[src/include/tcp_msg_poller_settings.svh]
`ifndef TCP_MSG_POLLER_SETTINGS_SVH
`define TCP_MSG_POLLER_SETTINGS_SVH

// Flow table size
`define MAX_FLOW_CNT    16
`define FLOWID_W        $clog2(`MAX_FLOW_CNT)

// log2 of the buffer size, pointers carry one extra wrap bit
`define POLLER_PTR_W    8

// NoC destination fields
`define NOC_X_W         8
`define NOC_Y_W         8
`define NOC_FBITS_W     4

// Every flow can sit in the queue at most once
`define FLOW_Q_DEPTH    `MAX_FLOW_CNT

`endif
[src/design/noc_dst_pkg.sv]
`include "tcp_msg_poller_settings.svh"

package noc_dst_pkg;

    // Tile coordinates
    typedef logic [`NOC_X_W-1:0]     noc_x_t;
    typedef logic [`NOC_Y_W-1:0]     noc_y_t;

    // Port select on the last hop
    typedef logic [`NOC_FBITS_W-1:0] noc_fbits_t;

endpackage

[src/design/tcp_flow_pkg.sv]
`include "tcp_msg_poller_settings.svh"

package tcp_flow_pkg;
    import noc_dst_pkg::*;

    typedef logic [`FLOWID_W-1:0]     flowid_t;

    // Requested byte count
    typedef logic [`POLLER_PTR_W-1:0] msg_len_t;

    // Buffer pointer with wrap bit on top
    typedef logic [`POLLER_PTR_W:0]   buf_ptr_t;

    // One stored request per flow
    typedef struct packed {
        msg_len_t   len;
        noc_x_t     dst_x;
        noc_y_t     dst_y;
        noc_fbits_t dst_fbits;
    } msg_req_entry_t;

endpackage

[src/design/tcp_msg_poller.sv]
`include "tcp_msg_poller_settings.svh"

module tcp_msg_poller
    import noc_dst_pkg::*;
    import tcp_flow_pkg::*;
#(
     parameter int CHK_SPACE_EMPTY = 0
)(
     input  logic           clk
    ,input  logic           reset

    ,input  logic           req_val
    ,output logic           req_rdy
    ,input  flowid_t        req_flowid
    ,input  msg_len_t       req_len
    ,input  noc_x_t         req_dst_x
    ,input  noc_y_t         req_dst_y
    ,input  noc_fbits_t     req_dst_fbits

    ,output logic           meta_val
    ,input  logic           meta_rdy
    ,output flowid_t        meta_flowid
    ,output buf_ptr_t       meta_ptr
    ,output msg_len_t       meta_len
    ,output noc_x_t         meta_dst_x
    ,output noc_y_t         meta_dst_y
    ,output noc_fbits_t     meta_dst_fbits

    ,output logic           ptr_rd_req_val
    ,output flowid_t        ptr_rd_req_flowid
    ,input  logic           ptr_rd_resp_val
    ,input  buf_ptr_t       ptr_rd_resp_base
    ,input  buf_ptr_t       ptr_rd_resp_end
);

    logic               mem_wr_val;
    flowid_t            mem_wr_addr;
    msg_req_entry_t     mem_wr_data;

    logic               meta_push_val;
    flowid_t            meta_push_flowid;

    logic               active_clr_val;
    flowid_t            active_clr_flowid;

    logic               pop;
    logic               q_empty;
    flowid_t            q_flowid;

    logic               poll_push_val;
    flowid_t            poll_push_flowid;
    logic               poll_push_grant;

    logic               mem_rd_val;
    flowid_t            mem_rd_addr;
    msg_req_entry_t     mem_rd_data;

    msg_req_meta metadata_handler (
         .clk               (clk                )
        ,.reset             (reset              )
        ,.req_val           (req_val            )
        ,.req_flowid        (req_flowid         )
        ,.req_len           (req_len            )
        ,.req_dst_x         (req_dst_x          )
        ,.req_dst_y         (req_dst_y          )
        ,.req_dst_fbits     (req_dst_fbits      )
        ,.req_rdy           (req_rdy            )
        ,.mem_wr_val        (mem_wr_val         )
        ,.mem_wr_addr       (mem_wr_addr        )
        ,.mem_wr_data       (mem_wr_data        )
        ,.meta_push_val     (meta_push_val      )
        ,.meta_push_flowid  (meta_push_flowid   )
        ,.active_clr_val    (active_clr_val     )
        ,.active_clr_flowid (active_clr_flowid  )
    );

    // Request kept outside the queue so it can be updated in place
    msg_req_mem req_mem (
         .clk       (clk        )
        ,.wr_val    (mem_wr_val )
        ,.wr_addr   (mem_wr_addr)
        ,.wr_data   (mem_wr_data)
        ,.rd_val    (mem_rd_val )
        ,.rd_addr   (mem_rd_addr)
        ,.rd_data   (mem_rd_data)
    );

    flow_queue_arb req_q (
         .clk               (clk                )
        ,.reset             (reset              )
        ,.meta_push_val     (meta_push_val      )
        ,.meta_push_flowid  (meta_push_flowid   )
        ,.poll_push_val     (poll_push_val      )
        ,.poll_push_flowid  (poll_push_flowid   )
        ,.poll_push_grant   (poll_push_grant    )
        ,.pop               (pop                )
        ,.q_empty           (q_empty            )
        ,.q_flowid          (q_flowid           )
    );

    msg_ptr_poller #(
         .CHK_SPACE_EMPTY   (CHK_SPACE_EMPTY)
    ) ptr_poller (
         .clk               (clk                )
        ,.reset             (reset              )
        ,.q_empty           (q_empty            )
        ,.q_flowid          (q_flowid           )
        ,.pop               (pop                )
        ,.poll_push_val     (poll_push_val      )
        ,.poll_push_flowid  (poll_push_flowid   )
        ,.poll_push_grant   (poll_push_grant    )
        ,.mem_rd_val        (mem_rd_val         )
        ,.mem_rd_addr       (mem_rd_addr        )
        ,.mem_rd_data       (mem_rd_data        )
        ,.ptr_rd_req_val    (ptr_rd_req_val     )
        ,.ptr_rd_req_flowid (ptr_rd_req_flowid  )
        ,.ptr_rd_resp_val   (ptr_rd_resp_val    )
        ,.ptr_rd_resp_base  (ptr_rd_resp_base   )
        ,.ptr_rd_resp_end   (ptr_rd_resp_end    )
        ,.active_clr_val    (active_clr_val     )
        ,.active_clr_flowid (active_clr_flowid  )
        ,.meta_val          (meta_val           )
        ,.meta_flowid       (meta_flowid        )
        ,.meta_ptr          (meta_ptr           )
        ,.meta_len          (meta_len           )
        ,.meta_dst_x        (meta_dst_x         )
        ,.meta_dst_y        (meta_dst_y         )
        ,.meta_dst_fbits    (meta_dst_fbits     )
        ,.meta_rdy          (meta_rdy           )
    );

endmodule

[src/design/msg_ptr_poller.sv]
`include "tcp_msg_poller_settings.svh"

module msg_ptr_poller
    import noc_dst_pkg::*;
    import tcp_flow_pkg::*;
#(
     parameter int CHK_SPACE_EMPTY = 0
)(
     input  logic               clk
    ,input  logic               reset

    ,input  logic               q_empty
    ,input  flowid_t            q_flowid
    ,output logic               pop

    ,output logic               poll_push_val
    ,output flowid_t            poll_push_flowid
    ,input  logic               poll_push_grant

    ,output logic               mem_rd_val
    ,output flowid_t            mem_rd_addr
    ,input  msg_req_entry_t     mem_rd_data

    ,output logic               ptr_rd_req_val
    ,output flowid_t            ptr_rd_req_flowid
    ,input  logic               ptr_rd_resp_val
    ,input  buf_ptr_t           ptr_rd_resp_base
    ,input  buf_ptr_t           ptr_rd_resp_end

    ,output logic               active_clr_val
    ,output flowid_t            active_clr_flowid

    ,output logic               meta_val
    ,output flowid_t            meta_flowid
    ,output buf_ptr_t           meta_ptr
    ,output msg_len_t           meta_len
    ,output noc_x_t             meta_dst_x
    ,output noc_y_t             meta_dst_y
    ,output noc_fbits_t         meta_dst_fbits
    ,input  logic               meta_rdy
);

    localparam buf_ptr_t BUF_SIZE = buf_ptr_t'(1) << `POLLER_PTR_W;

    typedef enum logic [2:0] {
        st_idle,
        st_fetch,
        st_wait,
        st_emit,
        st_requeue
    } poll_state_e;

    poll_state_e        state;
    poll_state_e        state_next;

    flowid_t            flowid_r;
    msg_req_entry_t     req_r;
    buf_ptr_t           base_r;
    buf_ptr_t           end_r;
    logic               ptr_got;

    buf_ptr_t           occupancy;
    buf_ptr_t           avail;
    logic               flow_ready;

    // Difference wraps naturally thanks to the extra pointer bit
    assign occupancy  = end_r - base_r;
    assign avail      = (CHK_SPACE_EMPTY != 0) ? BUF_SIZE - occupancy : occupancy;
    assign flow_ready = avail >= {1'b0, req_r.len};

    // Both reads go out with the pop
    assign mem_rd_addr       = q_flowid;
    assign ptr_rd_req_flowid = q_flowid;

    assign poll_push_flowid  = flowid_r;
    assign active_clr_flowid = flowid_r;

    assign meta_flowid    = flowid_r;
    assign meta_ptr       = (CHK_SPACE_EMPTY != 0) ? end_r : base_r;
    assign meta_len       = req_r.len;
    assign meta_dst_x     = req_r.dst_x;
    assign meta_dst_y     = req_r.dst_y;
    assign meta_dst_fbits = req_r.dst_fbits;

    always_comb begin
        state_next     = state;
        pop            = 1'b0;
        mem_rd_val     = 1'b0;
        ptr_rd_req_val = 1'b0;
        poll_push_val  = 1'b0;
        active_clr_val = 1'b0;
        meta_val       = 1'b0;
        case (state)
            st_idle: begin
                if (!q_empty) begin
                    pop            = 1'b1;
                    mem_rd_val     = 1'b1;
                    ptr_rd_req_val = 1'b1;
                    state_next     = st_fetch;
                end
            end
            st_fetch: state_next = st_wait; // Memory data lands here
            st_wait: begin
                if (ptr_got) begin
                    state_next = flow_ready ? st_emit : st_requeue;
                end
            end
            st_emit: begin
                meta_val = 1'b1;
                if (meta_rdy) begin
                    active_clr_val = 1'b1;
                    state_next     = st_idle;
                end
            end
            st_requeue: begin
                poll_push_val = 1'b1;
                if (poll_push_grant) begin
                    state_next = st_idle;
                end
            end
            default: state_next = st_idle;
        endcase
    end

    always_ff @(posedge clk) begin
        if (reset) begin
            state   <= st_idle;
            ptr_got <= 1'b0;
        end else begin
            state <= state_next;
            if (state == st_idle) begin
                ptr_got <= 1'b0;
            end else if (ptr_rd_resp_val) begin
                ptr_got <= 1'b1;
            end
        end
    end

    always_ff @(posedge clk) begin
        if (pop) begin
            flowid_r <= q_flowid;
        end
        if (state == st_fetch) begin
            req_r <= mem_rd_data;
        end
        if (ptr_rd_resp_val) begin
            base_r <= ptr_rd_resp_base;
            end_r  <= ptr_rd_resp_end;
        end
    end

endmodule

[src/design/msg_req_meta.sv]
`include "tcp_msg_poller_settings.svh"

module msg_req_meta
    import noc_dst_pkg::*;
    import tcp_flow_pkg::*;
(
     input  logic               clk
    ,input  logic               reset

    ,input  logic               req_val
    ,input  flowid_t            req_flowid
    ,input  msg_len_t           req_len
    ,input  noc_x_t             req_dst_x
    ,input  noc_y_t             req_dst_y
    ,input  noc_fbits_t         req_dst_fbits
    ,output logic               req_rdy

    ,output logic               mem_wr_val
    ,output flowid_t            mem_wr_addr
    ,output msg_req_entry_t     mem_wr_data

    ,output logic               meta_push_val
    ,output flowid_t            meta_push_flowid

    ,input  logic               active_clr_val
    ,input  flowid_t            active_clr_flowid
);

    // Flows with a request outstanding
    logic [`MAX_FLOW_CNT-1:0]   active_bitvec;

    logic                       req_fire;
    logic                       clr_hit;

    assign req_rdy  = ~reset;
    assign req_fire = req_val & req_rdy;

    // Poller is retiring this same flow right now
    assign clr_hit = active_clr_val & (active_clr_flowid == req_flowid);

    assign mem_wr_val  = req_fire;
    assign mem_wr_addr = req_flowid;

    always_comb begin
        mem_wr_data.len       = req_len;
        mem_wr_data.dst_x     = req_dst_x;
        mem_wr_data.dst_y     = req_dst_y;
        mem_wr_data.dst_fbits = req_dst_fbits;
    end

    // Enqueue only flows that are not already queued or being polled.
    // A flow being cleared this cycle counts as inactive, else the request is lost
    assign meta_push_val    = req_fire & (~active_bitvec[req_flowid] | clr_hit);
    assign meta_push_flowid = req_flowid;

    always_ff @(posedge clk) begin
        if (reset) begin
            active_bitvec <= '0;
        end else begin
            if (active_clr_val) begin
                active_bitvec[active_clr_flowid] <= 1'b0;
            end
            if (req_fire) begin
                active_bitvec[req_flowid] <= 1'b1; // Set wins over clear
            end
        end
    end

endmodule

[src/design/flow_queue_arb.sv]
`include "tcp_msg_poller_settings.svh"

module flow_queue_arb import tcp_flow_pkg::*; (
     input  logic       clk
    ,input  logic       reset

    ,input  logic       meta_push_val
    ,input  flowid_t    meta_push_flowid

    ,input  logic       poll_push_val
    ,input  flowid_t    poll_push_flowid
    ,output logic       poll_push_grant

    ,input  logic       pop
    ,output logic       q_empty
    ,output flowid_t    q_flowid
);

    localparam int DEPTH = `FLOW_Q_DEPTH;
    localparam int PTR_W = $clog2(DEPTH);

    flowid_t            q_mem [DEPTH];
    logic [PTR_W-1:0]   wr_ptr;
    logic [PTR_W-1:0]   rd_ptr;
    logic [PTR_W:0]     count;

    logic               push;
    flowid_t            push_flowid;

    // Handler has fixed priority, poller only writes when handler is quiet
    assign poll_push_grant = ~meta_push_val;
    assign push            = meta_push_val | poll_push_val;
    assign push_flowid     = meta_push_val ? meta_push_flowid : poll_push_flowid;

    assign q_empty  = (count == '0);
    assign q_flowid = q_mem[rd_ptr]; // Head visible without a pop

    always_ff @(posedge clk) begin
        if (reset) begin
            wr_ptr <= '0;
            rd_ptr <= '0;
            count  <= '0;
        end else begin
            if (push) begin
                wr_ptr <= wr_ptr + 1'b1;
            end
            if (pop) begin
                rd_ptr <= rd_ptr + 1'b1;
            end
            case ({push, pop})
                2'b10:   count <= count + 1'b1;
                2'b01:   count <= count - 1'b1;
                default: count <= count; // Idle or push and pop together
            endcase
        end
    end

    always_ff @(posedge clk) begin
        if (push) begin
            q_mem[wr_ptr] <= push_flowid;
        end
    end

endmodule

[src/design/msg_req_mem.sv]
`include "tcp_msg_poller_settings.svh"

module msg_req_mem import tcp_flow_pkg::*; (
     input  logic               clk

    ,input  logic               wr_val
    ,input  flowid_t            wr_addr
    ,input  msg_req_entry_t     wr_data

    ,input  logic               rd_val
    ,input  flowid_t            rd_addr
    ,output msg_req_entry_t     rd_data
);

    // One entry per flow, rewritten in place on a new request
    msg_req_entry_t mem [`MAX_FLOW_CNT];

    always_ff @(posedge clk) begin
        if (wr_val) begin
            mem[wr_addr] <= wr_data;
        end
    end

    // Registered read, same-address write shows up one read later
    always_ff @(posedge clk) begin
        if (rd_val) begin
            rd_data <= mem[rd_addr];
        end
    end

endmodule

[config.mk]
export PLATFORM = sky130hd
export DESIGN_NAME = tcp_msg_poller
export DESIGN_NICKNAME = d
export VERILOG_FILES = /design/src/design/noc_dst_pkg.sv /design/src/design/tcp_flow_pkg.sv /design/src/design/tcp_msg_poller.sv /design/src/design/msg_ptr_poller.sv /design/src/design/msg_req_meta.sv /design/src/design/flow_queue_arb.sv /design/src/design/msg_req_mem.sv
export VERILOG_INCLUDE_DIRS = /design/src /design/src/include
export SDC_FILE = /design/constraint.sdc
export NUM_CORES = 1
export LEC_CHECK = 0
export BUFFER_PORTS_ARGS = -buffer_cell sky130_fd_sc_hd__clkbuf_2
export CAP_MARGIN = 20
export CORE_ASPECT_RATIO = 0.8
export CORE_UTILIZATION = 55
export CTS_CLUSTER_DIAMETER = 150
export DETAILED_ROUTE_END_ITERATION = 10
export PLACE_DENSITY = 0.8
export REMOVE_ABC_BUFFERS = 1
export SYNTH_ARGS = -nofsm -noshare
export SYNTH_HDL_FRONTEND = slang
export SYNTH_SLANG_ARGS = --single-unit
[constraint.sdc]
create_clock -name clk -period 10.21 [get_ports clk]
set_input_delay 2.042 -clock clk [delete_from_list [all_inputs] [get_ports clk]]
set_output_delay 2.042 -clock clk [all_outputs]
set_load 0.005 [all_outputs]
==> impl_results.md <==
* Num CTS Buffers at 59
* Register-to-Register Path Depth at 11
* DR DRC count at 0
* Sequential share of power at 43.3%
* PortBufs at 102
* Status: finished clean
* Clock Power Share at 28.4%
* Switching pwr at 2.44 mW
* Post-Synth Adder-Cell Area at 1.41%
* Row count at 69
* CP peak stage delay at 660 ps
* Sw frac at 33.0%
* Async SR Flop Fraction at 0%
* Post-route ant nets at 0
* Max-slew headroom at 23.1%
* Root buf cell: clkbuf_16
* Worst-margin pin slew at 1150 ps
* Mux share of post-synthesis cell area at 2.69%
* Final Max Slew Viols at 0
* Period utilization at 58.4%
* Post-route insts no fill at 2455
* Max_cap viols at 0
* Crit path capture type: output port
* Worst Path Class, Setup: reg2out
* R2r setup slk at 5250 ps
* Post-layout minimum cycle time at 5960 ps
* Post-synthesis sequential area ratio at 73.8%
* Detailed Route WL at 57700 µm
* Largest net degree at the start of global routing at 102
* Global-route usage over all layers at 25.2%
* Placer congestion estimate at 0.894
* Capturing point of the worst reg2reg path: req_mem.rd_data[27]
* Post-synthesis compound-gate area fraction at 11.3%
* Die area at 46300 µm²
* H-Tree Depth at 2
* Cts hold-fix bufs at 0
* Utilization after layout at 62.3%
* Worst Hold Depth at 0
* Syn. warnings at 0
* Synthesized flop and latch total at 627
* Hold Vio Cnt, Final at 0
* Combinational power share at 28.3%
* Post-CTS Repair Setup Buffers at 0
* Main synth FF type: edfxtp_1
* Via count at 15000
* Hold Path Origin: req_mem.rd_data[11]
* DP Cell Count at 2341
* Peak VDD IR at 0.186 mV
* CP cell instances: buf_16 -> mux4_2 -> mux2i_1 -> mux2_4 -> clkinv_2 -> buf_4 -> clkbuf_2
* Vias in the first global route at 14800
* Area delta synth->final at 11.3%
* Main combinational cell family by area after synthesis: compound AO/OA/AOI/OAI gates
* End of the worst hold path: ptr_poller.meta_dst_y[7]
* Pwr Total at 7.39 mW
* Post-Synth Simple-Gate Area at 7.10%
* Achievable Freq at 0.168 GHz
* Final setup TNS at 0 ps
* Syn Inst Count at 1712
* Worst clock skew at 24.6 ps
* DP Wirelength at 29600 µm
* Worst Path Required at 8170 ps
* Die width at 240 µm
* Mean Syn Cell Area at 14.6 µm²
* CTS sink cnt at 627
* CP Data Arrival Time at 3920 ps
* Layout cell share with drive strength beyond 1 at 16.2%
* Clock Tree Buf Depth at 3
* XOR/XNOR Fraction of Synth Area at 0.701%
* Setup violators final at 0
* Largest fanout on the critical path at 41
* Yosys cell types at 60
* Pint at 4.95 mW
* Initial DRC count at 1785
* Wire length per cell at 23.5 µm
* CTS tree: done
* Core ar. at 44600 µm²
* GRT overflow at 0
* PwrDens at 266 nW/µm²
* LEAKAGE at 9.70 nW
* Post-Syn Area at 25000 µm²
* Clk slew on worst S/H paths at 60 ps
* Worst Setup Start Kind: flop
* Post_cts resized at 0
* Nets at 1883
* Number of flops mapped to enable cells by yosys at 590
* Hold/Removal Path Class: reg2reg
* Setup repair after global routing missed its margin: no
* Antenna violations before repair at 1
* Worst path slowest cell: dfxtp_1
* DRT Pass-1 Iters at 6
* Global-route wire length before repair at 86300 µm
* I/O Pins at 103
* Vias per inst at 6.11
* Effective utilization at floorplan at 56.0%
* Skew-Pair Late Insertion Delay at 630 ps
* Die Ht at 193 µm
==> power by group through the flow <==
| stage | logic (mW) | clock network [mW] | registers [mW] |
|---|---|---|---|
| 2_1_floorplan | 1.42 | 0 | 3.22 |
| 3_3_place_gp | 1.97 | 0 | 3.25 |
| 3_5_place_dp | 2.06 | 0 | 3.26 |
| 4_1_cts | 2.07 | 2.11 | 3.21 |
| 5_1_grt | 2.28 | 2.22 | 3.21 |
| 6_report | 2.09 | 2.10 | 3.20 |
==> Yosys cell counts, types with 13 or more instances <==
master,instances,share of area (%)
edfxtp_1,590,71
clkbuf_1,40,0.60
o21ai_0,22,0.44
mux4_2,21,1.9
ha_1,25,1.3
a21oi_1,248,5.0
o311ai_2,20,1.3
nand2_1,330,5.0
nor2_1,30,0.45
buf_6,13,0.59
a22oi_2,20,1.0
buf_2,36,0.72
dfxtp_1,37,3.0
inv_1,43,0.65
a22oi_1,88,2.6
==> registers in the layout, indices dropped and copies added (netlist names), named ones only <==
signal and cells:
ptr_poller.active_clr_flowid 4, ptr_poller.meta_len 8, req_q.q_mem 64, ptr_poller.meta_dst_y 8
req_mem.rd_data 28, ptr_poller.meta_dst_x 8, req_mem.mem 448, req_q.wr_ptr 4
ptr_poller.meta_ptr 9, ptr_poller.meta_dst_fbits 4, req_q.count 5, ptr_poller.state 3
ptr_poller.ptr_got 1, metadata_handler.active_bitvec 16, req_q.rd_ptr 4, ptr_poller.end_r 9
==> through the flow <==
| step | area, µm² | hold WS (ps) | setup slack, ps |
|---|---|---|---|
| 4_1_cts | 27800 | 417 | 3890 |
| 3_5_place_dp | 25900 | 405 | 4560 |
| 3_3_place_gp | 25900 | 405 | 4630 |
| 6_report | 27800 | 416 | 4250 |
| 2_1_floorplan | 24400 | 400 | 1300 |
| 5_1_grt | 27800 | 426 | 4090 |
==> worst max-delay path by stage <==
stage | from | end | cells past startpoint
finish | flop | ptr_rd_req_flowid[1] | 7
global route | flop | ptr_rd_req_flowid[1] | 7
CTS | flop | ptr_rd_req_flowid[1] | 6
detailed placement | flop | ptr_rd_req_flowid[1] | 6
global placement | flop | ptr_rd_req_flowid[1] | 6
floorplan | flop | ptr_rd_req_flowid[0] | 4
==> final cells by class <==
type,count,area (µm²)
inverters,45,175
well taps,603,754
clock inverters,39,295
multi-input cells,936,5840
clock buffers,72,1550
flip-flops and latches,627,18500
diodes,1,2.50
fillers,3115,16800
repair buffers,132,753
==> worst max-delay path, delay by kind of cell (launching register included) <==
kind | cells | cell delay [ps]
buffers and inverters | 4 | 1370
DFF | 1 | 660
muxes | 3 | 1240
==> placed cells by master (no fill, tap or decap), types with 3 or more instances in the layout <==
cell,count
nor2_1,30
a21o_1,3
xnor2_1,12
ha_1,25
or4_1,3
nor2b_1,6
nand4_1,5
o21a_1,3
inv_1,43
xor2_1,8
mux4_2,21
nand2_1,330
clkinv_2,16
clkinv_1,16
nor4_1,9
bufinv_16,3
mux2i_1,8
dfxtp_1,37
nor3_1,5
or2_2,3
clkbuf_1,11
a21oi_1,248
buf_4,28
mux2_2,5
o311ai_2,20
a22oi_2,20
clkbuf_16,59
clkbuf_2,103
and2_1,6
o21ai_0,22
edfxtp_1,590
o311ai_1,7
nand2b_1,4
nand3_1,8
a22oi_1,88
==> per-layer routing <==
metal / up-vias / track usage (%) / share of wire, %
li1: 6630 / - / -
met1: 7393 / 33.1 / 38
met2: 829 / 41.9 / 49
met3: 148 / 5.06 / 10
met4: 2 / 8.97 / 2.9
met5: - / 0 / 0.024
==> logic make-up after synthesis <==
logic type,count (synthesis)
compound gates,427
xor+xnor,20
fa+ha+maj,27
buf+inv,149
flops,627
mux,37
simple gates,425
(Power assumes the default switching activity.)
